===== config.mk =====
export PLATFORM = sky130hd
export DESIGN_NAME = cps_mem_top
export DESIGN_NICKNAME = d
export VERILOG_FILES = /design/src/hdl/cps_mem_pkg.sv /design/src/hdl/cps_mem_top.sv /design/src/hdl/cps_rom_loader.sv /design/src/hdl/cps_slot_arbiter.sv /design/src/hdl/cps_slot_req.sv
export SDC_FILE = /design/constraint.sdc
export NUM_CORES = 1
export LEC_CHECK = 0
export BUFFER_PORTS_ARGS = -buffer_cell sky130_fd_sc_hd__buf_4
export CORE_AREA = 8 8 164 166
export CTS_BUF_LIST = sky130_fd_sc_hd__clkbuf_2
export DETAILED_ROUTE_END_ITERATION = 10
export DIE_AREA = 0 0 172 174
export HOLD_SLACK_MARGIN = 0.02
export PLACE_DENSITY_LB_ADDON = 0.2
export RECOVER_POWER = 100
export SYNTH_ARGS = -nofsm -noshare
export SYNTH_HDL_FRONTEND = slang
export SYNTH_SLANG_ARGS = --single-unit

===== constraint.sdc =====
create_clock -name VB -period 4.2 [get_ports VB]
set_input_delay 0.84 -clock VB [delete_from_list [all_inputs] [get_ports VB]]
set_output_delay 0.84 -clock VB [all_outputs]
set_load 0.01 [all_outputs]

===== src/hdl/cps_mem_pkg.sv =====
// Fixed three-slot SDRAM map; state labels carry ARB_ and LD_ prefixes so both FSM enums share the package
package cps_mem_pkg;

    // SDRAM word address width
    localparam int SDRAM_AW = 22;

    // Number of client slots on the arbiter
    localparam int SLOT_COUNT = 3;

    // Region bases, in 16-bit SDRAM words
    localparam logic [SDRAM_AW-1:0] ROM_OFFSET = 22'h00_0000;
    localparam logic [SDRAM_AW-1:0] RAM_OFFSET = 22'h3A_8000;
    localparam logic [SDRAM_AW-1:0] GFX_OFFSET = 22'h0A_8000;

    // Client slots, lower value wins arbitration
    typedef enum logic [1:0] {
        SLOT_ROM = 2'd0,
        SLOT_RAM = 2'd1,
        SLOT_GFX = 2'd2
    } slot_e;

    // Request FSM shared by slot requesters and the arbiter
    typedef enum logic [1:0] {
        ARB_IDLE      = 2'd0,
        ARB_REQ       = 2'd1,
        ARB_WAIT_DROP = 2'd2
    } arb_state_e;

    // Download write FSM
    typedef enum logic [1:0] {
        LD_IDLE      = 2'd0,
        LD_WRITE     = 2'd1,
        LD_WAIT_DROP = 2'd2
    } load_state_e;

endpackage


===== src/hdl/cps_mem_top.sv =====
// Loader and slot ports are separate; the outer framework muxes prog_* and sdram_* onto one SDRAM
`timescale 1ns/10ps

module cps_mem_top import cps_mem_pkg::*; (
    input  logic                VB,
    input  logic                rst_n,
    input  logic                downloading,
    // Download input
    input  logic [22:0]         ioctl_addr,
    input  logic [ 7:0]         ioctl_data,
    input  logic                ioctl_wr,
    // Program write port
    output logic [21:0]         prog_addr,
    output logic [ 7:0]         prog_data,
    output logic [ 1:0]         prog_mask,
    output logic                prog_we,
    // CPU ROM client
    input  logic                rom_cs,
    input  logic [19:0]         rom_addr,
    output logic [15:0]         rom_data,
    output logic                rom_ok,
    // Work RAM client
    input  logic                ram_cs,
    input  logic [16:0]         ram_addr,
    input  logic                ram_wr,
    input  logic [15:0]         ram_din,
    input  logic [ 1:0]         ram_mask,
    output logic [15:0]         ram_data,
    output logic                ram_ok,
    // Graphics ROM client
    input  logic                gfx_cs,
    input  logic [20:0]         gfx_addr,
    output logic [31:0]         gfx_data,
    output logic                gfx_ok,
    // SDRAM request port
    output logic                sdram_req,
    output logic [SDRAM_AW-1:0] sdram_addr,
    output logic                sdram_rnw,
    output logic [15:0]         data_write,
    output logic [ 1:0]         sdram_wrmask,
    input  logic                sdram_ack,
    input  logic [31:0]         data_read
);

    logic [31:0]         rom_dout;
    logic [31:0]         ram_dout;
    logic                rom_freq, ram_freq, gfx_freq;
    logic [SDRAM_AW-1:0] rom_faddr, ram_faddr, gfx_faddr;
    logic                rom_fwr, ram_fwr, gfx_fwr;
    logic [15:0]         rom_fdin, ram_fdin, gfx_fdin;
    logic [ 1:0]         rom_fmask, ram_fmask, gfx_fmask;
    logic                rom_fack, ram_fack, gfx_fack;
    logic [31:0]         rom_fdata, ram_fdata, gfx_fdata;

    // 16-bit clients take the word at the address
    assign rom_data = rom_dout[15:0];
    assign ram_data = ram_dout[15:0];

    cps_rom_loader u_loader (
        .VB(VB), .rst_n(rst_n), .downloading(downloading),
        .ioctl_addr(ioctl_addr), .ioctl_data(ioctl_data), .ioctl_wr(ioctl_wr),
        .sdram_ack(sdram_ack),
        .prog_addr(prog_addr), .prog_data(prog_data), .prog_mask(prog_mask),
        .prog_we(prog_we)
    );

    cps_slot_req u_rom (
        .VB(VB), .rst_n(rst_n), .cs(rom_cs), .addr({1'b0, rom_addr}),
        .wr(1'b0), .din(16'd0), .mask(2'b00), .offset(ROM_OFFSET),
        .ok(rom_ok), .dout(rom_dout),
        .fetch_req(rom_freq), .fetch_addr(rom_faddr), .fetch_wr(rom_fwr),
        .fetch_din(rom_fdin), .fetch_mask(rom_fmask),
        .fetch_ack(rom_fack), .fetch_data(rom_fdata)
    );

    cps_slot_req u_ram (
        .VB(VB), .rst_n(rst_n), .cs(ram_cs), .addr({4'd0, ram_addr}),
        .wr(ram_wr), .din(ram_din), .mask(ram_mask), .offset(RAM_OFFSET),
        .ok(ram_ok), .dout(ram_dout),
        .fetch_req(ram_freq), .fetch_addr(ram_faddr), .fetch_wr(ram_fwr),
        .fetch_din(ram_fdin), .fetch_mask(ram_fmask),
        .fetch_ack(ram_fack), .fetch_data(ram_fdata)
    );

    // Graphics reads return two consecutive words
    cps_slot_req u_gfx (
        .VB(VB), .rst_n(rst_n), .cs(gfx_cs), .addr(gfx_addr),
        .wr(1'b0), .din(16'd0), .mask(2'b00), .offset(GFX_OFFSET),
        .ok(gfx_ok), .dout(gfx_data),
        .fetch_req(gfx_freq), .fetch_addr(gfx_faddr), .fetch_wr(gfx_fwr),
        .fetch_din(gfx_fdin), .fetch_mask(gfx_fmask),
        .fetch_ack(gfx_fack), .fetch_data(gfx_fdata)
    );

    cps_slot_arbiter u_arb (
        .VB(VB), .rst_n(rst_n), .downloading(downloading),
        .rom_fetch_req(rom_freq), .rom_fetch_addr(rom_faddr), .rom_fetch_wr(rom_fwr),
        .rom_fetch_din(rom_fdin), .rom_fetch_mask(rom_fmask),
        .rom_fetch_ack(rom_fack), .rom_fetch_data(rom_fdata),
        .ram_fetch_req(ram_freq), .ram_fetch_addr(ram_faddr), .ram_fetch_wr(ram_fwr),
        .ram_fetch_din(ram_fdin), .ram_fetch_mask(ram_fmask),
        .ram_fetch_ack(ram_fack), .ram_fetch_data(ram_fdata),
        .gfx_fetch_req(gfx_freq), .gfx_fetch_addr(gfx_faddr), .gfx_fetch_wr(gfx_fwr),
        .gfx_fetch_din(gfx_fdin), .gfx_fetch_mask(gfx_fmask),
        .gfx_fetch_ack(gfx_fack), .gfx_fetch_data(gfx_fdata),
        .sdram_req(sdram_req), .sdram_addr(sdram_addr), .sdram_rnw(sdram_rnw),
        .data_write(data_write), .sdram_wrmask(sdram_wrmask),
        .sdram_ack(sdram_ack), .data_read(data_read)
    );

endmodule


===== src/hdl/cps_rom_loader.sv =====
// One byte in flight at a time; ioctl_wr is ignored until prog_we and sdram_ack are low, keep downloading high meanwhile
`timescale 1ns/10ps

module cps_rom_loader import cps_mem_pkg::*; (
    input  logic        VB,
    input  logic        rst_n,
    input  logic        downloading,
    input  logic [22:0] ioctl_addr,
    input  logic [ 7:0] ioctl_data,
    input  logic        ioctl_wr,
    input  logic        sdram_ack,
    output logic [21:0] prog_addr,
    output logic [ 7:0] prog_data,
    output logic [ 1:0] prog_mask,
    output logic        prog_we
);

    load_state_e state;
    logic        take_byte;

    // A new byte is only taken while idle
    assign take_byte = (state == LD_IDLE) && downloading && ioctl_wr;

    always_ff @(posedge VB or negedge rst_n) begin
        if (!rst_n) begin
            state   <= LD_IDLE;
            prog_we <= 1'b0;
        end else begin
            case (state)
                LD_IDLE: begin
                    if (take_byte) begin
                        prog_we <= 1'b1;
                        state   <= LD_WRITE;
                    end
                end
                LD_WRITE: begin
                    // Hold the write until the SDRAM side acknowledges
                    if (sdram_ack) begin
                        prog_we <= 1'b0;
                        state   <= LD_WAIT_DROP;
                    end
                end
                LD_WAIT_DROP: begin
                    if (!sdram_ack) begin
                        state <= LD_IDLE;
                    end
                end
                default: begin
                    prog_we <= 1'b0;
                    state   <= LD_IDLE;
                end
            endcase
        end
    end

    // Byte latch, word address and active-low byte lane
    always_ff @(posedge VB) begin
        if (take_byte) begin
            prog_addr <= ioctl_addr[22:1];
            prog_data <= ioctl_data;
            // Odd byte goes to the low lane
            prog_mask <= ioctl_addr[0] ? 2'b10 : 2'b01;
        end
    end

    // Program writes stay inside a download
    a_we_in_download: assert property (
        @(posedge VB) disable iff (!rst_n)
        prog_we |-> downloading
    );

endmodule


===== src/hdl/cps_slot_arbiter.sv =====
// Fixed priority ROM over RAM over graphics; no grants during download and one SDRAM access at a time
`timescale 1ns/10ps

module cps_slot_arbiter import cps_mem_pkg::*; (
    input  logic                VB,
    input  logic                rst_n,
    input  logic                downloading,
    // CPU ROM slot
    input  logic                rom_fetch_req,
    input  logic [SDRAM_AW-1:0] rom_fetch_addr,
    input  logic                rom_fetch_wr,
    input  logic [15:0]         rom_fetch_din,
    input  logic [ 1:0]         rom_fetch_mask,
    output logic                rom_fetch_ack,
    output logic [31:0]         rom_fetch_data,
    // Work RAM slot
    input  logic                ram_fetch_req,
    input  logic [SDRAM_AW-1:0] ram_fetch_addr,
    input  logic                ram_fetch_wr,
    input  logic [15:0]         ram_fetch_din,
    input  logic [ 1:0]         ram_fetch_mask,
    output logic                ram_fetch_ack,
    output logic [31:0]         ram_fetch_data,
    // Graphics ROM slot
    input  logic                gfx_fetch_req,
    input  logic [SDRAM_AW-1:0] gfx_fetch_addr,
    input  logic                gfx_fetch_wr,
    input  logic [15:0]         gfx_fetch_din,
    input  logic [ 1:0]         gfx_fetch_mask,
    output logic                gfx_fetch_ack,
    output logic [31:0]         gfx_fetch_data,
    // SDRAM request port
    output logic                sdram_req,
    output logic [SDRAM_AW-1:0] sdram_addr,
    output logic                sdram_rnw,
    output logic [15:0]         data_write,
    output logic [ 1:0]         sdram_wrmask,
    input  logic                sdram_ack,
    input  logic [31:0]         data_read
);

    arb_state_e            state;
    slot_e                 grant;
    slot_e                 pick;
    logic [SLOT_COUNT-1:0] req_vec;
    logic [SLOT_COUNT-1:0] ack_vec;
    logic [31:0]           data_q;
    logic                  go;

    always_comb begin
        req_vec[SLOT_ROM] = rom_fetch_req;
        req_vec[SLOT_RAM] = ram_fetch_req;
        req_vec[SLOT_GFX] = gfx_fetch_req;
    end

    // Lowest pending slot wins
    always_comb begin
        pick = SLOT_ROM;
        for (int i = SLOT_COUNT - 1; i >= 0; i--) begin
            if (req_vec[i]) begin
                pick = slot_e'(i);
            end
        end
    end

    assign go = (state == ARB_IDLE) && !downloading && (|req_vec);

    always_ff @(posedge VB or negedge rst_n) begin
        if (!rst_n) begin
            state     <= ARB_IDLE;
            grant     <= SLOT_ROM;
            sdram_req <= 1'b0;
            ack_vec   <= '0;
        end else begin
            case (state)
                ARB_IDLE: begin
                    if (go) begin
                        grant     <= pick;
                        sdram_req <= 1'b1;
                        state     <= ARB_REQ;
                    end
                end
                ARB_REQ: begin
                    if (sdram_ack) begin
                        sdram_req      <= 1'b0;
                        ack_vec[grant] <= 1'b1;
                        state          <= ARB_WAIT_DROP;
                    end
                end
                ARB_WAIT_DROP: begin
                    // Both the slot and the memory must close their handshakes
                    if (!req_vec[grant] && !sdram_ack) begin
                        ack_vec <= '0;
                        state   <= ARB_IDLE;
                    end
                end
                default: begin
                    sdram_req <= 1'b0;
                    ack_vec   <= '0;
                    state     <= ARB_IDLE;
                end
            endcase
        end
    end

    // Copy of the granted request onto the SDRAM port
    always_ff @(posedge VB) begin
        if (go) begin
            case (pick)
                SLOT_RAM: begin
                    sdram_addr   <= ram_fetch_addr;
                    sdram_rnw    <= !ram_fetch_wr;
                    data_write   <= ram_fetch_din;
                    sdram_wrmask <= ram_fetch_mask;
                end
                SLOT_GFX: begin
                    sdram_addr   <= gfx_fetch_addr;
                    sdram_rnw    <= !gfx_fetch_wr;
                    data_write   <= gfx_fetch_din;
                    sdram_wrmask <= gfx_fetch_mask;
                end
                default: begin
                    sdram_addr   <= rom_fetch_addr;
                    sdram_rnw    <= !rom_fetch_wr;
                    data_write   <= rom_fetch_din;
                    sdram_wrmask <= rom_fetch_mask;
                end
            endcase
        end
        if (state == ARB_REQ && sdram_ack) begin
            data_q <= data_read;
        end
    end

    // Data is shared, the ack picks the slot
    assign rom_fetch_data = data_q;
    assign ram_fetch_data = data_q;
    assign gfx_fetch_data = data_q;

    assign rom_fetch_ack = ack_vec[SLOT_ROM];
    assign ram_fetch_ack = ack_vec[SLOT_RAM];
    assign gfx_fetch_ack = ack_vec[SLOT_GFX];

    a_one_ack: assert property (
        @(posedge VB) disable iff (!rst_n)
        $onehot0({rom_fetch_ack, ram_fetch_ack, gfx_fetch_ack})
    );

    // Loader owns the SDRAM while downloading
    a_quiet_in_download: assert property (
        @(posedge VB) disable iff (!rst_n)
        downloading |-> !sdram_req
    );

endmodule


===== src/hdl/cps_slot_req.sv =====
// Single-entry read cache per slot; addr is zero-extended and added to offset, writes drop the entry
`timescale 1ns/10ps

module cps_slot_req import cps_mem_pkg::*; (
    input  logic                VB,
    input  logic                rst_n,
    input  logic                cs,
    input  logic [20:0]         addr,
    input  logic                wr,
    input  logic [15:0]         din,
    input  logic [ 1:0]         mask,
    input  logic [SDRAM_AW-1:0] offset,
    output logic                ok,
    output logic [31:0]         dout,
    output logic                fetch_req,
    output logic [SDRAM_AW-1:0] fetch_addr,
    output logic                fetch_wr,
    output logic [15:0]         fetch_din,
    output logic [ 1:0]         fetch_mask,
    input  logic                fetch_ack,
    input  logic [31:0]         fetch_data
);

    arb_state_e  state;
    logic [20:0] cache_addr;
    logic [31:0] cache_data;
    logic        cache_valid;
    logic        hit;
    logic        start;

    assign hit   = !wr && cache_valid && (addr == cache_addr);
    assign start = (state == ARB_IDLE) && cs;

    always_ff @(posedge VB or negedge rst_n) begin
        if (!rst_n) begin
            state       <= ARB_IDLE;
            ok          <= 1'b0;
            fetch_req   <= 1'b0;
            cache_valid <= 1'b0;
        end else begin
            case (state)
                ARB_IDLE: begin
                    if (cs && hit) begin
                        // Served from the cache, no SDRAM access
                        ok    <= 1'b1;
                        state <= ARB_WAIT_DROP;
                    end else if (cs) begin
                        fetch_req   <= 1'b1;
                        cache_valid <= 1'b0;
                        state       <= ARB_REQ;
                    end
                end
                ARB_REQ: begin
                    if (fetch_ack) begin
                        fetch_req   <= 1'b0;
                        ok          <= 1'b1;
                        cache_valid <= !fetch_wr;
                        state       <= ARB_WAIT_DROP;
                    end
                end
                ARB_WAIT_DROP: begin
                    // Client releases cs, fetch side must be idle too
                    if (!cs && !fetch_ack) begin
                        ok    <= 1'b0;
                        state <= ARB_IDLE;
                    end
                end
                default: begin
                    ok        <= 1'b0;
                    fetch_req <= 1'b0;
                    state     <= ARB_IDLE;
                end
            endcase
        end
    end

    always_ff @(posedge VB) begin
        if (start && !hit) begin
            fetch_addr <= offset + {1'b0, addr};
            fetch_wr   <= wr;
            fetch_din  <= din;
            fetch_mask <= mask;
            cache_addr <= addr;
        end
        if (start && hit) begin
            dout <= cache_data;
        end
        if (state == ARB_REQ && fetch_ack) begin
            dout       <= fetch_data;
            cache_data <= fetch_data;
        end
    end

    // ok must answer a select seen on the previous edge
    a_ok_needs_cs: assert property (
        @(posedge VB) disable iff (!rst_n)
        $rose(ok) |-> $past(cs)
    );

endmodule

### Yosys cells after proc, flatten, opt, wreduce, memory -nomap -nowiden

Cells that the tools add are included.

| word-level totals | value |
|---|---|
| input bits | 148 |
| bits in registers | 380 |
| output and inout port bits | 142 |
| word-level logic and storage cells | 242 |

| cells by class | value |
|---|---|
| order comparisons | 2 |
| bitwise logic cells | 7 |
| eq/ne operators | 39 |
| mux-type cells | 79 |
| reduce and logical (&&, ||, !) cells | 73 |
| $add $sub $neg | 2 |

Operators by type and width:

| cell | number |
|---|---|
| $mux 16 | 4 |
| $mux 32 | 2 |
| $pmux 22 s2 | 1 |
| $mux 2 | 21 |
| $reduce_and 3->1 | 11 |
| $mux 1 | 30 |
| $pmux 2 s3 | 5 |
| $logic_and 1x1->1 | 29 |
| $ne 2x2->1 const B | 12 |
| $pmux 1 s3 | 8 |
| $reduce_and 4->1 | 6 |
| $add 20x21->22 const A | 1 |
| $add 20x18->21 const A | 1 |
| $eq 21x21->1 | 1 |
| $eq 20x20->1 | 1 |
| $ne 2x1->1 const B | 9 |
| $eq 17x17->1 | 1 |
| $logic_not 1->1 | 14 |
| $eq 2x1->1 const B | 6 |
| $eq 2x2->1 const B | 6 |
| $reduce_bool 2->1 | 6 |
| $logic_not 2->1 | 5 |
| $ne 3x3->1 const B | 3 |
| $pmux 3 s3 | 1 |
| other kinds (10) | 18 |

### Longest topological paths before layout

| depth | value |
|---|---|
| depth after elaboration | 7 |
| depth in mapped cells | 7 |
| depth with buffers taken out | 6 |

### Modules after synthesis

Synthesis repeated with hierarchy kept, for this count alone.

| unflattened totals | value |
|---|---|
| cells, all modules | 1666 |
| area, all modules | 22228.8 um^2 |

By module, submodules not included:

| module | cells each | sequential area each (um^2) | instances | area each (um^2) |
|---|---|---|---|---|
| cps_slot_req (u_rom) | 444 | 3908.7 | 1 | 5799.3 |
| cps_slot_req (u_ram) | 436 | 3908.7 | 1 | 5723.0 |
| cps_slot_req (u_gfx) | 422 | 3908.7 | 1 | 5719.2 |
| cps_slot_arbiter | 317 | 2392.3 | 1 | 3875.0 |
| cps_rom_loader | 45 | 1036.0 | 1 | 1104.8 |
| cps_mem_top | 2 | 0.0 | 1 | 7.5 |

### Worst setup path after synthesis

OpenSTA, ideal clock, no wires.

| timing path | value |
|---|---|
| kind | in2reg |
| start point | in gfx_addr[1] |
| end point | reg u_gfx.dout[0], enable pin |
| data arrival time | 3700 ps |
| path slack | 35 ps |
| required time | 3734 ps |
| stages | 5 |
| library setup time | 466 ps |
| path buffers | 0 |
| cells stage by stage | xnor2_1 -> nand4_1 -> nor3_1 -> nand3_1 -> o21ai_0 |

| between the ends | value |
|---|---|
| cells in the longest elaborated chain, start to end | 4 |

RTL lines:

| what | line | source |
|---|---|---|
| start: declaration | cps_mem_top.sv:32 | `input logic [20:0] gfx_addr,` |
| $eq 21x21->1 | cps_slot_req.sv:31 | `assign hit = !wr && cache_valid && (addr == cache_addr);` |
| $logic_and 1x1->1 | cps_slot_req.sv:31 |  |
| $logic_and 1x1->1 | cps_slot_req.sv:85 | `if (start && hit) begin` |
| $reduce_bool 2->1 (no line) | - |  |
| end signal: assignment | cps_slot_req.sv:86 | `dout <= cache_data;` |
| end signal: assignment | cps_slot_req.sv:89 | `dout <= fetch_data;` |
| end: declaration | cps_slot_req.sv:14 | `output logic [31:0] dout,` |

No other way between the ends.
A chain may end at the register's enable or synchronous reset.

### Worst setup path in the final report

| timing path | value |
|---|---|
| start point | reg u_arb.state[0] |
| end point | reg u_arb.data_write[4], enable pin |

| between the ends | value |
|---|---|
| cells in the longest elaborated chain, start to end | 3 |

RTL lines:

| what | line | source |
|---|---|---|
| start: declaration | cps_slot_arbiter.sv:42 | `arb_state_e state;` |
| start signal: assignment | cps_slot_arbiter.sv:70 | `state <= ARB_IDLE;` |
| start signal: assignment | cps_slot_arbiter.sv:80 | `state <= ARB_REQ;` |
| start signal: assignment | cps_slot_arbiter.sv:87 | `state <= ARB_WAIT_DROP;` |
| $logic_not 2->1 | cps_slot_arbiter.sv:66 | `assign go = (state == ARB_IDLE) && !downloading && (\|req_vec);` |
| $logic_and 1x1->1 (2 in series) | cps_slot_arbiter.sv:66 |  |
| via u_arb.go | cps_slot_arbiter.sv:48 | `logic go;` |
| end signal: assignment | cps_slot_arbiter.sv:113 | `data_write <= ram_fetch_din;` |
| end signal: assignment | cps_slot_arbiter.sv:119 | `data_write <= gfx_fetch_din;` |
| end signal: assignment | cps_slot_arbiter.sv:125 | `data_write <= rom_fetch_din;` |
| end: declaration | cps_slot_arbiter.sv:36 | `output logic [15:0] data_write,` |

The timed path passes the listed nets, and every way through them passes these cells.

==> results.py <==
metrics = {
    "clocking": {
        "clock_sinks": 347,
        "h-tree-depth": 3,
        "cts_buffers": 87,
        "insertion_delay_ps": 860,
        "clk_pin_slew_ps": 120,
        "root_buffer": "clkbuf_2",
        "clockBufferDepth": 3,
        "tritoncts": "yes",
    },
    "synthesis": {
        "ys_top_cells_by_count": "edfxtp_1, nand2_1, xnor2_1",
        "synth-async-reset-ratio_pct": 7.49,
        "yosysSeqAreaShare_pct": 80.0,
        "synth_edf_count": 321,
        "netlist_area_um2": 12900,
        "synthFlopType": "edfxtp_1",
        "syn_area_per_cell_um2": 15.4,
        "syn_nets": 986,
        "yosys.area.top_type": "edfxtp_1",
        "synth.most_common_cell": "edfxtp_1",
        "postSynthCellCount": 836,
        "synth_cell_types": 42,
        "synth_top_area_share_pct": 74.9,
        "ys_ff_latch": 347,
        "synth_warnings": 0,
        "synthTopCellsByArea": "edfxtp_1, nand2_1, dfrtp_1",
    },
    "sta": {
        "period_needed_ps": 3110,
        "fin_setup_tns_ps": 0,
        "relSlewSlack_pct": -27.2,
        "fmax_mhz": 322,
        "hold_viol": 0,
        "drv_slew": 203,
        "finClkSkew_ps": 74.0,
        "setup_viol": 0,
        "rsz0062_at_grt": "false",
        "worst_pin_slew_ps": 1910,
        "min_period_over_period_pct": 74.0,
    },
    "setup_path": {
        "end_kind": "flip-flop",
        "arrival_ps": 3550,
        "reg2reg_from": "u_arb.state[0]",
        "path_class": "reg2reg",
        "cp_max_fo": 30,
        "reg2reg_depth": 3,
        "cp-start-kind": "flip-flop",
        "crit_path_top_delay_cell": "o21a_1",
        "crit_family": "compound AO/OA/AOI/OAI gates",
        "path_cells": "nor3_1 > o21a_1 > clkbuf_1",
        "critical-path-max-stage-delay_ps": 1220,
        "worstPathRequired_ps": 4640,
        "path_buf_inv": 1,
        "reg2reg_to": "u_arb.data_write[4]",
        "r2r_slack_ps": 1090,
    },
    "floorplan": {
        "num_rows": 58,
        "die_w_um": 172,
        "die_h_um": 174,
        "die_area_um2": 29900,
        "ioPinCount": 290,
        "fp.coreArea_um2": 24500,
        "initial_core_util_pct": 52.5,
    },
    "run": {
        "drv_cap": 6,
    },
    "power_and_ir_drop": {
        "peakVddDrop_mv": 0.293,
        "power_leakage_nw": 5.84,
        "finalPower_w": 0.00953,
        "power_density_nw_per_um2": 618,
    },
    "placed_design": {
        "place_congestion": 0.837,
        "port_buffers": 289,
        "placed_cells": 1441,
        "dp_hpwl_mm": 20.7,
        "post_dp_cell_area_um2": 15400,
    },
    "final_layout": {
        "syn2layout_area_growth_pct": 20.0,
        "drive_gt1_share_pct": 19.1,
        "final_nets": 1351,
        "final_core_util_pct": 62.9,
        "fin_area_um2": 15400,
        "finalNonFillerCells": 1596,
    },
    "min_path": {
        "min_from": "ram_din[13]",
        "worstHoldPathCells": 1,
        "hold_path_class": "in2reg",
        "worstHoldEndpoint": "u_ram.fetch_din[13]",
    },
    "global_route": {
        "gr-total-overflow": 0,
        "antenna_found_initial": 4,
        "grt_start_max_net_pins": 66,
        "track_usage_pct": 19.1,
        "grt_pass1_vias": 7961,
        "grt_pass1_wl_mm": 43.7,
    },
    "drt": {
        "vias_per_cell": 4.93,
        "drtAntennaViolNets": 0,
        "drt_wl_total_mm": 29.2,
        "wl_per_cell_um": 18.3,
        "drt_first_pass_iters": 5,
        "drt_iter0_drc": 539,
        "dr_total_vias": 7869,
        "drcViolationCount": 0,
    },
    "outcome": {
        "violations": "capacitance limit, slew limit",
        "outcome": "complete, but fails checks",
    },
}
## how the worst max path moves through the flow
stage                         from                   to  slack (ps)  cells past startpoint
6_report            u_arb.state[0]  u_arb.data_write[4]        1090                      3
4_1_cts        u_gfx.cache_addr[1]        u_gfx.dout[3]        1550                      5
2_1_floorplan          gfx_addr[1]        u_gfx.dout[0]          30                      5
5_1_grt           u_arb.ack_vec[0]        u_rom.dout[2]         760                      5
3_5_place_dp          gfx_addr[20]        u_gfx.dout[8]        1080                      6
3_3_place_gp          gfx_addr[20]        u_gfx.dout[7]        1120                      6
## cells in the final DEF (no fill, tap or decap), drive strengths merged, types with 12 or more instances in the layout
cell type,netlist,final
nor2,15,15
xnor2,42,42
clkinv,3,20
dfrtp,26,26
edfxtp,321,321
nand2,240,240
o21ai,13,13
clkbuf,10,419
inv,9,12
a22oi,19,19
and2,19,19
xor2,21,21
## where the power goes
group | switching [W] | internal (W) | total, W
sequential | 0.000391 | 0.00490 | 0.00529
combinational | 0.00140 | 0.000653 | 0.00206
clock | 0.00129 | 0.000889 | 0.00218
## layer usage
layer / global-route usage (%) / routed length [um]
met1: 25.6 / 12600
met2: 28.5 / 13200
met3: 5.24 / 2580
met4: 8.73 / 769
met5: 0 / 25
## flip-flops by register name, indices dropped and copies added, names as in the netlist, 7 cells and up
| signal | cells |
|---|---|
| u_arb.gfx_fetch_data | 32 |
| u_gfx.cache_data | 32 |
| u_gfx.dout | 32 |
| u_arb.sdram_addr | 22 |
| u_loader.prog_addr | 22 |
| u_gfx.cache_addr | 21 |
| u_rom.fetch_addr | 20 |
| u_ram.cache_addr | 17 |
| u_arb.data_write | 16 |
| u_ram.cache_data | 16 |
| u_ram.dout | 16 |
| u_ram.fetch_din | 16 |
| u_rom.cache_data | 16 |
| u_rom.dout | 16 |
| u_loader.prog_data | 8 |
| u_gfx.fetch_addr | 7 |
## logic make-up (layout without fill, tap and decap cells)
family | after synthesis | after routing | synth area share [%]
and+or+nand+nor | 323 | 323 | 10.8
muxes | 2 | 2 | 0.165
xor gates and xnor gates | 63 | 63 | 4.29
buffers and inverters | 33 | 461 | 1.08
adders and majority gates | 2 | 2 | 0.194
DFF | 347 | 347 | 80.0
other | 0 | 2 | 0
AOI/OAI and AO/OA | 66 | 66 | 3.45
## final cells by class
class | instances | area, um2
Multi-Input combinational cell | 456 | 2430
Sequential cell | 347 | 10300
Inverter | 12 | 45.0
Clock inverter | 22 | 130
Clock buffer | 130 | 651
Tap cell | 330 | 413
Antenna cell | 2 | 5.00
Timing Repair Buffer | 297 | 1470
Fill cell | 2086 | 9090
## per-stage QoR
| stage | setup WS [ps] | hold WS (ps) |
|---|---|---|
| detailed placement | 1080 | 433 |
| finish | 1090 | 166 |
| CTS | 1550 | 46.6 |
| floorplan | 34.9 | 426 |
| global placement | 1120 | 431 |
| global route | 761 | 62.3 |
## repair_timing
action / CTS / global route
hold buffers: 1 / 0
endpoints found under the hold margin: 26 / 0
buffers inserted: 0 / 0
gates resized for setup: 0 / 0
No activity file was read; power rests on OpenSTA's default activity.
